[src/common/pe_pkg.sv]
// Shared types, widths, moduli and Barrett constants; referenced as pe_pkg::name everywhere
package pe_pkg;

    typedef enum logic [2:0] {
        MADD   = 3'd0,
        MSUB   = 3'd1,
        MMUL   = 3'd2,
        NTT    = 3'd3,   // Cooley-Tukey butterfly
        INTT   = 3'd4,   // Gentleman-Sande butterfly
        BYPASS = 3'd5
    } pe_instr_t;

    typedef enum logic [2:0] {
        KEM_512  = 3'd0,
        KEM_768  = 3'd1,
        KEM_1024 = 3'd2,
        DSA_44   = 3'd3,
        DSA_65   = 3'd4,
        DSA_87   = 3'd5
    } pe_alg_t;

    // Datapath shape
    localparam int WIDTH     = 24;
    localparam int NUM_LANES = 4;
    localparam int IN_NUM    = 3;
    localparam int OUT_NUM   = 2;

    // Moduli
    localparam logic [WIDTH-1:0] Q_KEM = 24'd3329;
    localparam logic [WIDTH-1:0] Q_DSA = 24'd8380417;

    // Barrett factors, floor(2^K / q)
    localparam logic [2*WIDTH-1:0] MU_KEM = 48'd5039;
    localparam logic [2*WIDTH-1:0] MU_DSA = 48'd8396807;

    localparam int BARRETT_K_KEM = 24;
    localparam int BARRETT_K_DSA = 46;

    // Cycles from operands to result
    localparam int LAT_ADDSUB = 1;
    localparam int LAT_MUL    = 4;
    localparam int LAT_BFLY   = 5;   // multiply plus add/subtract

endpackage

[src/common/pe_ifs.sv]
// Buses between a PE lane and its add/subtract and multiply units
`timescale 1ns/1ps

interface mod_addsub_if #(
    parameter int W = 24
);
    logic         dsa_mode;
    logic [W-1:0] add_a;
    logic [W-1:0] add_b;
    logic [W-1:0] sub_a;
    logic [W-1:0] sub_b;
    logic [W-1:0] sum;
    logic [W-1:0] diff;

    modport lane (output dsa_mode, add_a, add_b, sub_a, sub_b, input sum, diff);
    modport unit (input dsa_mode, add_a, add_b, sub_a, sub_b, output sum, diff);
endinterface

interface mod_mul_if #(
    parameter int W = 24
);
    logic         dsa_mode;
    logic [W-1:0] mul_a;
    logic [W-1:0] mul_b;
    logic [W-1:0] prod;   // a*b mod q, four cycles later

    modport lane (output dsa_mode, mul_a, mul_b, input prod);
    modport unit (input dsa_mode, mul_a, mul_b, output prod);
endinterface

[src/mod_mul/mod_mul.sv]
// Pipelined modular multiplier of one lane: product register, Barrett reducer, output register
`timescale 1ns/1ps

module mod_mul (
    input logic     clk,
    input logic     rst,
    mod_mul_if.unit bus
);

    logic [2*pe_pkg::WIDTH-1:0] product_r;
    logic                       mode_r;
    logic [pe_pkg::WIDTH-1:0]   residue;

    // Stage 1, full double-width product
    always_ff @(posedge clk) begin
        if (rst) begin
            product_r <= '0;
            mode_r    <= 1'b0;
        end else begin
            product_r <= (2*pe_pkg::WIDTH)'(bus.mul_a) * (2*pe_pkg::WIDTH)'(bus.mul_b);
            mode_r    <= bus.dsa_mode;   // Follows the product into the reducer
        end
    end

    // Stages 2 and 3
    mod_reduce i_reduce (
        .clk      (clk),
        .rst      (rst),
        .dsa_mode (mode_r),
        .product  (product_r),
        .residue  (residue)
    );

    // Stage 4
    always_ff @(posedge clk) begin
        if (rst) begin
            bus.prod <= '0;
        end else begin
            bus.prod <= residue;
        end
    end

endmodule

[src/mod_mul/mod_reduce.sv]
// Two-stage Barrett reduction of a double-width product modulo the KEM or DSA prime
`timescale 1ns/1ps

module mod_reduce (
    input  logic                       clk,
    input  logic                       rst,
    input  logic                       dsa_mode,   // 0 KEM, 1 DSA
    input  logic [2*pe_pkg::WIDTH-1:0] product,
    output logic [pe_pkg::WIDTH-1:0]   residue
);

    logic [2*pe_pkg::WIDTH-1:0] mu;
    logic [3*pe_pkg::WIDTH-1:0] est;
    logic [pe_pkg::WIDTH-1:0]   quot;

    logic [2*pe_pkg::WIDTH-1:0] product_r;
    logic [pe_pkg::WIDTH-1:0]   quot_r;
    logic                       mode_r;

    logic [pe_pkg::WIDTH-1:0]   q;
    logic [pe_pkg::WIDTH+1:0]   rem;
    logic [pe_pkg::WIDTH+1:0]   rem1;
    logic [pe_pkg::WIDTH+1:0]   rem2;

    // Quotient estimate, short of the true one by at most two
    assign mu   = dsa_mode ? pe_pkg::MU_DSA : pe_pkg::MU_KEM;
    assign est  = (3*pe_pkg::WIDTH)'(product) * (3*pe_pkg::WIDTH)'(mu);
    assign quot = dsa_mode ? est[pe_pkg::BARRETT_K_DSA +: pe_pkg::WIDTH]
                           : est[pe_pkg::BARRETT_K_KEM +: pe_pkg::WIDTH];

    always_ff @(posedge clk) begin
        if (rst) begin
            product_r <= '0;
            quot_r    <= '0;
            mode_r    <= 1'b0;
        end else begin
            product_r <= product;
            quot_r    <= quot;
            mode_r    <= dsa_mode;
        end
    end

    assign q = mode_r ? pe_pkg::Q_DSA : pe_pkg::Q_KEM;

    // Remainder lies below 3q, so the low bits are exact
    assign rem = product_r[pe_pkg::WIDTH+1:0]
               - (pe_pkg::WIDTH+2)'((pe_pkg::WIDTH+2)'(quot_r) * (pe_pkg::WIDTH+2)'(q));

    always_comb begin
        rem1 = rem;
        if (rem >= {2'b00, q}) begin
            rem1 = rem - {2'b00, q};
        end
        rem2 = rem1;
        if (rem1 >= {2'b00, q}) begin
            rem2 = rem1 - {2'b00, q};
        end
    end

    always_ff @(posedge clk) begin
        if (rst) begin
            residue <= '0;
        end else begin
            residue <= rem2[pe_pkg::WIDTH-1:0];
        end
    end

endmodule

[src/source/mod_addsub.sv]
// Registered modular adder and subtractor of one lane, one cycle from operands to results
`timescale 1ns/1ps

module mod_addsub (
    input logic        clk,
    input logic        rst,
    mod_addsub_if.unit bus
);

    logic [pe_pkg::WIDTH-1:0] q;
    logic [pe_pkg::WIDTH:0]   sum_full;
    logic [pe_pkg::WIDTH:0]   diff_full;
    logic [pe_pkg::WIDTH:0]   sum_red;
    logic [pe_pkg::WIDTH:0]   diff_red;

    assign q = bus.dsa_mode ? pe_pkg::Q_DSA : pe_pkg::Q_KEM;

    // One extra bit keeps the carry and the borrow
    assign sum_full  = {1'b0, bus.add_a} + {1'b0, bus.add_b};
    assign diff_full = {1'b0, bus.sub_a} - {1'b0, bus.sub_b};

    always_comb begin
        if (sum_full >= {1'b0, q}) begin
            sum_red = sum_full - {1'b0, q};
        end else begin
            sum_red = sum_full;
        end

        if (diff_full[pe_pkg::WIDTH]) begin
            diff_red = diff_full + {1'b0, q};   // Wrap negative back into range
        end else begin
            diff_red = diff_full;
        end
    end

    always_ff @(posedge clk) begin
        if (rst) begin
            bus.sum  <= '0;
            bus.diff <= '0;
        end else begin
            bus.sum  <= sum_red[pe_pkg::WIDTH-1:0];
            bus.diff <= diff_red[pe_pkg::WIDTH-1:0];
        end
    end

endmodule

[src/source/pe_lane.sv]
// One processing element: routes operands to its units per instruction and selects the results
`timescale 1ns/1ps

module pe_lane (
    input  logic                     clk,
    input  logic                     rst,
    input  pe_pkg::pe_alg_t          alg,
    input  pe_pkg::pe_instr_t        instr,
    input  logic [pe_pkg::WIDTH-1:0] in_words [0:pe_pkg::IN_NUM-1],
    output logic [pe_pkg::WIDTH-1:0] out_words [0:pe_pkg::OUT_NUM-1]
);

    logic dsa_mode;

    // Operand 0 waits for the NTT product, operand 2 for the INTT difference
    logic [pe_pkg::WIDTH-1:0] op0_pipe [0:pe_pkg::LAT_MUL-1];
    logic [pe_pkg::WIDTH-1:0] op2_pipe [0:pe_pkg::LAT_ADDSUB-1];
    logic [pe_pkg::WIDTH-1:0] sum_pipe [0:pe_pkg::LAT_MUL-1];   // INTT sum meets the product

    mod_addsub_if #(.W(pe_pkg::WIDTH)) addsub_bus ();
    mod_mul_if    #(.W(pe_pkg::WIDTH)) mul_bus ();

    assign dsa_mode = (alg == pe_pkg::DSA_44) || (alg == pe_pkg::DSA_65)
                   || (alg == pe_pkg::DSA_87);

    assign addsub_bus.dsa_mode = dsa_mode;
    assign mul_bus.dsa_mode    = dsa_mode;

    mod_addsub i_addsub (
        .clk (clk),
        .rst (rst),
        .bus (addsub_bus.unit)
    );

    mod_mul i_mul (
        .clk (clk),
        .rst (rst),
        .bus (mul_bus.unit)
    );

    always_ff @(posedge clk) begin
        if (rst) begin
            for (int i = 0; i < pe_pkg::LAT_MUL; i++) begin
                op0_pipe[i] <= '0;
                sum_pipe[i] <= '0;
            end
            for (int i = 0; i < pe_pkg::LAT_ADDSUB; i++) begin
                op2_pipe[i] <= '0;
            end
        end else begin
            op0_pipe[0] <= in_words[0];
            sum_pipe[0] <= addsub_bus.sum;
            for (int i = 1; i < pe_pkg::LAT_MUL; i++) begin
                op0_pipe[i] <= op0_pipe[i-1];
                sum_pipe[i] <= sum_pipe[i-1];
            end
            op2_pipe[0] <= in_words[2];
            for (int i = 1; i < pe_pkg::LAT_ADDSUB; i++) begin
                op2_pipe[i] <= op2_pipe[i-1];
            end
        end
    end

    // Operand routing
    always_comb begin
        addsub_bus.add_a = in_words[0];
        addsub_bus.add_b = in_words[1];
        addsub_bus.sub_a = in_words[0];
        addsub_bus.sub_b = in_words[1];
        mul_bus.mul_a    = in_words[0];
        mul_bus.mul_b    = in_words[1];
        case (instr)
            pe_pkg::NTT: begin
                mul_bus.mul_a    = in_words[1];
                mul_bus.mul_b    = in_words[2];
                addsub_bus.add_a = op0_pipe[pe_pkg::LAT_MUL-1];
                addsub_bus.add_b = mul_bus.prod;
                addsub_bus.sub_a = op0_pipe[pe_pkg::LAT_MUL-1];
                addsub_bus.sub_b = mul_bus.prod;
            end
            pe_pkg::INTT: begin
                mul_bus.mul_a = addsub_bus.diff;   // (a-b) times twiddle
                mul_bus.mul_b = op2_pipe[pe_pkg::LAT_ADDSUB-1];
            end
            default: ;
        endcase
    end

    // Result select
    always_comb begin
        out_words[0] = addsub_bus.sum;
        out_words[1] = '0;
        case (instr)
            pe_pkg::MSUB:   out_words[0] = addsub_bus.diff;
            pe_pkg::MMUL:   out_words[0] = mul_bus.prod;
            pe_pkg::NTT:    out_words[1] = addsub_bus.diff;
            pe_pkg::INTT: begin
                out_words[0] = sum_pipe[pe_pkg::LAT_MUL-1];
                out_words[1] = mul_bus.prod;
            end
            pe_pkg::BYPASS: out_words[0] = in_words[0];   // Combinational path
            default: ;
        endcase
    end

endmodule
[config.mk]
export PLATFORM = sky130hd
export DESIGN_NAME = pe_lane
export DESIGN_NICKNAME = d
export VERILOG_FILES = /design/src/common/pe_pkg.sv /design/src/common/pe_ifs.sv /design/src/mod_mul/mod_mul.sv /design/src/mod_mul/mod_reduce.sv /design/src/source/mod_addsub.sv /design/src/source/pe_lane.sv
export SDC_FILE = /design/constraint.sdc
export NUM_CORES = 2
export LEC_CHECK = 0
export BUFFER_PORTS_ARGS = -buffer_cell sky130_fd_sc_hd__buf_2
export CORE_UTILIZATION = 61
export DETAILED_ROUTE_END_ITERATION = 8
export PLACE_DENSITY = 0.87
export SLEW_MARGIN = 5
export SYNTH_ARGS = -nofsm -noshare
export SYNTH_HDL_FRONTEND = slang
export SYNTH_SLANG_ARGS = --single-unit
[constraint.sdc]
create_clock -name clk -period 13 [get_ports clk]
set_input_delay 1.95 -clock clk [delete_from_list [all_inputs] [get_ports clk]]
set_output_delay 1.95 -clock clk [all_outputs]
set_load 0.02 [all_outputs]
[Yosys cells after proc, flatten, opt, wreduce, memory -nomap -nowiden]
Memory sizes are Yosys's and may differ from the RTL's.
Cells that the tools add are included.
Storage, ports and cells
  bits in registers: 196
  memories kept: 3
  bits in writable memories: 216
  input bits: 80
  logic and storage cells: 71
Memory list
  op0_pipe: depth 4, bits a word 24, rd ports 4, clocked after Yosys merged registers in 0, write ports 4, line pe_lane.sv:16  | logic [pe_pkg::WIDTH-1:0] op0_pipe [0:pe_pkg::LAT_MUL-1];
  sum_pipe: depth 4, bits a word 24, rd ports 4, clocked after Yosys merged registers in 0, write ports 4, line pe_lane.sv:18  | logic [pe_pkg::WIDTH-1:0] sum_pipe [0:pe_pkg::LAT_MUL-1];
  op2_pipe: depth 1, bits a word 24, rd ports 1, clocked after Yosys merged registers in 0, write ports 1, line pe_lane.sv:17  | logic [pe_pkg::WIDTH-1:0] op2_pipe [0:pe_pkg::LAT_ADDSUB-1];
Operators by class
  add/sub/neg operators: 7
  muxes and demuxes: 27
  bitwise gates (word level): 8
  magnitude comparators: 3
  multipliers: 3
  eq/ne operators: 8
  reduce and logical (&&, ||, !) cells: 3
Operators with widths (number)
  $mux W24: 16
  $pmux W24 S2: 3
  $pmux W24 S4: 1
  $mul A48 B24 Y70: 1
  $ge A26 B23 Y1: 2
  $mul A24 B24 Y48: 1
  $mux W23: 2
  $mul A24 B23 Y26: 1
  $mux W26: 1
  $sub A26 B23 Y26: 1
  $sub A26 B26 Y26: 1
  $add A24 B24 Y25: 1
  $ge A25 B23 Y1: 1
  $sub A24 B24 Y25: 1
  $add A24 B24 Y24: 1
  $reduce_or A24 Y1: 1
  $sub A24 B23 Y24: 1
  $sub A24 B24 Y24: 1
  $eq A3 B3 Y1 const B: 4
  $eq A3 B2 Y1 const B: 3
  $or A1 B1 Y1: 8
  $mux W1: 4
  $eq A3 B1 Y1 const B: 1
  $logic_or A1 B1 Y1: 2

[Logic depth before layout (Yosys ltp)]
  depth in word-level cells: 7
  gate-level depth with buffers: 49
  mapped depth without buffers: 43

[By module]
A second synthesis with hierarchy kept.
Unflattened totals
  cell total of the unflattened synthesis: 6998
  area total of the unflattened synthesis: 63333.2 µm²
By module, submodules not included
  mod_reduce: times used 1, area each 28020.6 µm², cells an instance 3097
  mod_mul: times used 1, area each 21126.5 µm², cells an instance 2361
  pe_lane: times used 1, area each 8439.3 µm², cells an instance 780
  mod_addsub: times used 1, area each 5746.8 µm², cells an instance 760

[Worst setup path before layout]
Ideal clock, no wire load.
  kind: in2reg
  start point: input instr[2]
  end point: register i_mul.product_r[47] (netlist name)
  arrival time: 10.407 ns
  buffers on the path: 4
  required time: 12.872 ns
  cell stages on the path: 35
  path slack: 2.466 ns
  setup time: 0.128 ns
  path through: clkbuf_1 -> clkinv_1 -> nor3_1 -> clkbuf_1 -> buf_1 -> nand2_1 -> o21ai_1 -> clkbuf_1 -> nand2_1 -> fa_1 -> inv_1 -> fa_1 -> fa_1 -> inv_1 -> fa_1 -> fa_1 -> inv_1 -> fa_1 -> fa_1 -> ha_1 -> o21a_1 -> o21a_1 -> o21a_1 -> o21ai_0 -> a22oi_1 -> a21oi_1 -> a21oi_1 -> a211oi_1 -> a21oi_1 -> a211oi_1 -> o21a_1 -> o21ai_0 -> a21oi_1 -> xnor2_1 -> nor2_1
On the way
  longest elaborated chain between the ends: 3
Ends and longest elaborated chain
  start: declaration: line pe_lane.sv:8  | input pe_pkg::pe_instr_t instr,
  $eq A3 B3 Y1 / $eq A3 B2 Y1 (equally long branches): line pe_lane.sv:72  | case (instr)
  $pmux W24 S2: line pe_lane.sv:72
  $mul A24 B24 Y48 *: line mod_mul.sv:20  | product_r <= (2*pe_pkg::WIDTH)'(bus.mul_a) * (2*pe_pkg::WIDTH)'(bus.mul_b);
  end signal: assignment: line mod_mul.sv:20
  end: declaration: line mod_mul.sv:10  | logic [2*pe_pkg::WIDTH-1:0] product_r;
Every way passes the cells marked *; elsewhere a longest branch is shown, timed or not.
A chain may end at the register's enable or synchronous reset.

[Worst setup path in the final report]
  start point: register i_mul.i_reduce.mode_r
  end point: register i_mul.i_reduce.residue[3] (netlist name)
On the way
  longest elaborated chain between the ends: 7
Ends and longest elaborated chain
  start: declaration: line mod_reduce.sv:18  | logic mode_r;
  start signal: assignment: line mod_reduce.sv:39  | mode_r <= dsa_mode;
  $mux W23 *: line mod_reduce.sv:43  | assign q = mode_r ? pe_pkg::Q_DSA : pe_pkg::Q_KEM;
  $mul A24 B23 Y26: line mod_reduce.sv:47  | - (pe_pkg::WIDTH+2)'((pe_pkg::WIDTH+2)'(quot_r) * (pe_pkg::WIDTH+2)'(q));
  $sub A26 B26 Y26: line mod_reduce.sv:47
  $sub A26 B23 Y26 / $ge A26 B23 Y1 (equally long branches): line mod_reduce.sv:52, mod_reduce.sv:51
  $mux W26: line mod_reduce.sv:51  | if (rem >= {2'b00, q}) begin
  $ge A26 B23 Y1 / $sub A24 B23 Y24 (equally long branches): line mod_reduce.sv:55, mod_reduce.sv:56
  $mux W24 *: line mod_reduce.sv:55  | if (rem1 >= {2'b00, q}) begin
  end signal: assignment: line mod_reduce.sv:64  | residue <= rem2[pe_pkg::WIDTH-1:0];
  end: declaration: line mod_reduce.sv:9  | output logic [pe_pkg::WIDTH-1:0] residue
Marks and branches as above.

==> results.yml <==
job:
  maxCapViolations: 0
placed_design:
  buffer_ports.inserted: 127
  globalplace.congestion: 1.074
  detail_placement_hpwl_mm: 146.9
hold_path:
  whs_path_depth: 1
  hp-start: "i_mul.i_reduce.residue[6]"
  hold_path_end: "i_mul.bus.prod[6]"
  min-delay-path-class: "reg -> reg"
drt:
  routed_via_density: 5.868
  routed_antenna_nets: 0
  detailroute.via_count: 48720
  violation_count_after_the_first_detailed_route_iteration: 4432
  drt-pass1-iter-count: 9
  wl_per_cell_um: 21.55
  totalWireLength_mm: 179.0
  drc: 0
synthesis:
  synth_top_family_by_area: "adder cells"
  number_of_flops_mapped_to_enable_cells_by_yosys: 0
  synth.yosys.seq_area_share_pct: 13.44
  synth.mux.area_fraction_pct: 0.7322
  yosys-top-cells-area: "sky130_fd_sc_hd__fa_1 (32%), sky130_fd_sc_hd__ha_1 (16%), sky130_fd_sc_hd__dfxtp_1 (13%)"
  synthesis.area_per_instance_um2: 8.850
  yosys.area_share.xor_xnor_pct: 3.410
  ys_async_sr_fraction_pct: 0
  synth.most_common_cell: "sky130_fd_sc_hd__inv_1"
  synth.ff_latch_count: 412
  post-synth-top-area-cell: "sky130_fd_sc_hd__fa_1"
  synth_cells: 6932
  warning_count_from_the_yosys_run: 0
  synth_top_cell_area_share_pct: 31.95
  syn_area_um2: 61350
  ys_dominant_reg_cell: "sky130_fd_sc_hd__dfxtp_1"
  synth-adder-area-share_pct: 48.06
  synth_simple_gate_area_share_pct: 14.54
  ys_types: 105
  compound_cell_area_share_of_the_yosys_netlist_pct: 9.390
  yosys-top-cells-count: "sky130_fd_sc_hd__inv_1 (1452), sky130_fd_sc_hd__fa_1 (979), sky130_fd_sc_hd__ha_1 (790)"
worst_setup_path:
  critPathKind: "reg -> reg"
  worstSetupStartpointType: "flip-flop"
  worst-endpoint-required_ps: 13510
  peak_fanout_along_the_critical_path: 28
  r2r-start: "i_mul.i_reduce.mode_r"
  worst-r2r-setup-slack_ps: 1030
  critical_path.slowest_cell: "sky130_fd_sc_hd__nor4_4"
  timing.critical_path.to_type: "flip-flop"
  crit-reg2reg-capture: "i_mul.i_reduce.residue[3]"
  r2r_cells: 40
  crit_path_max_incr_delay_ps: 690
  arrival_ps: 12480
timing:
  rsz0062_at_grt: "no"
  layout_min_cycle_time_ps: 11970
  fin_setup_tns_ps: 0
  layout_worst_path_cycle_share_pct: 92.05
  final_max_slew_viol_count: 0
  finalSetupViolCount: 0
  max-slew-margin-rel_pct: 14.10
  worst_pin_slew_ps: 1288
  fmax_mhz: 83.57
  finClkSkew_ps: 42.86
  final_hold_fails: 0
global_route:
  groute.usage.overall_pct: 35.43
  globalRoute.totalOverflow: 0
  initial_antenna_violation_count: 5
  grt_pass1_vias: 50500
  first_pass_grt_wire_length_mm: 277.9
  grt_max_degree: 161
cells_and_area:
  syn_to_final_growth_pct: 5.917
  drive_above_1_share_pct: 5.190
  final_nets: 8826
clock_network:
  clock_insertion_delay_worst_skew_ps: 660
  h_tree_lvls: 2
  cts-resized-gates: 0
  postCtsHoldBufs: 0
  ctsRootBufferMaster: "sky130_fd_sc_hd__clkbuf_16"
  cts_tree: "yes"
  cts_made_buffers: 45
  cts-root-to-sink-buffers: 3
  cts.sinks: 412
  cts_setup_buffers: 0
  cts.reportedPaths.clkPinSlew_ps: 70
floorplanning:
  starting_density_of_the_core_pct: 61.97
  die-area_um2: 101800
  floorplan.die.width_um: 319.1
  ioPinCount: 128
  row_count: 115
  die_height_um: 319.1
  core_area_um2: 98990
status:
  status: "completed"
==> stage by stage <==
stage	setup WS [ps]	hold slack, ps	utilization (%)	area (um^2)	cells
after floorplan	2466	413.8	-	61530	6981
after global placement	1465	415.0	64.03	63380	8217
after detailed placement	1305	420.4	64.03	63380	8217
after CTS	1268	429.5	65.63	64970	8300
after global routing	412.3	444.4	65.63	64970	8300
final	1033	426.7	65.64	64980	8304
==> cells by family after synthesis <==
logic type / Yosys count
AOI/OAI and AO/OA: 881
muxes: 42
other: 2
and+or+nand+nor: 1908
xor gates and xnor gates: 230
adders and majority gates: 1769
DFF: 412
buffers and inverters: 1688
==> layout by cell type (no fill, tap or decap), types with 33 or more instances in the layout <==
master / instances
sky130_fd_sc_hd__inv_1: 1452
sky130_fd_sc_hd__fa_1: 979
sky130_fd_sc_hd__ha_1: 790
sky130_fd_sc_hd__nand2_1: 635
sky130_fd_sc_hd__nor2_1: 558
sky130_fd_sc_hd__dfxtp_1: 411
sky130_fd_sc_hd__nor2b_1: 314
sky130_fd_sc_hd__a21oi_1: 314
sky130_fd_sc_hd__xnor2_1: 145
sky130_fd_sc_hd__buf_2: 126
sky130_fd_sc_hd__a21o_1: 121
sky130_fd_sc_hd__o21ai_0: 101
sky130_fd_sc_hd__and2_1: 98
sky130_fd_sc_hd__xor2_1: 79
sky130_fd_sc_hd__nor3_1: 63
sky130_fd_sc_hd__buf_4: 52
sky130_fd_sc_hd__conb_1: 51
sky130_fd_sc_hd__nand3_1: 48
sky130_fd_sc_hd__clkbuf_16: 45
sky130_fd_sc_hd__nand2b_1: 43
sky130_fd_sc_hd__a211oi_1: 37
sky130_fd_sc_hd__o21a_1: 34
sky130_fd_sc_hd__or2_2: 33
==> sequential cells by signal, summed over array words and instances (netlist names), 26 cells and up <==
name                      cells
op0_pipe                     96
i_mul.i_reduce.product_r     26
i_mul.product_r              48
sum_pipe                     96
==> worst max-delay path: cells and delay by family (launching register included) <==
kind | cells | cell delay, ps
compound gates | 13 | 2880
xor+xnor | 1 | 320
fa+ha+maj | 10 | 4020
buf+inv | 3 | 920
flops | 1 | 520
mux | 1 | 300
simple gates | 12 | 2850
==> layer usage <==
| layer | up-vias | GRT usage, % | wire length (um) |
|---|---|---|---|
| li1 | 21580 | - | - |
| met1 | 23890 | 42.63 | 65860 |
| met2 | 2490 | 57.48 | 82980 |
| met3 | 752 | 8.427 | 16900 |
| met4 | 6 | 21.79 | 13170 |
| met5 | - | 0 | 52 |
==> layout make-up <==
class,count,area (um^2)
multi-input cells,4881,46970
repair buffers,182,1096
clock inverters,23,331.6
flip-flops and latches,412,8249
diodes,4,10.01
inverters,1455,5461
fillers,7613,34020
well taps,1287,1610
clock buffers,60,1252
==> worst max-delay path by stage <==
stage,startpoint,to,depth (start not counted)
2_1_floorplan,instr[2],i_mul.product_r[47],35
3_3_place_gp,instr[2],i_mul.product_r[47],36
3_5_place_dp,i_mul.i_reduce.mode_r,i_mul.i_reduce.residue[3],39
4_1_cts,i_mul.i_reduce.mode_r,i_mul.i_reduce.residue[3],39
5_1_grt,i_mul.i_reduce.mode_r,i_mul.i_reduce.residue[3],40
6_report,i_mul.i_reduce.mode_r,i_mul.i_reduce.residue[3],40
Power is left out: the tool's default activity adds up to more than one toggle a clock period on the data nets, which glitch-free logic cannot reach.
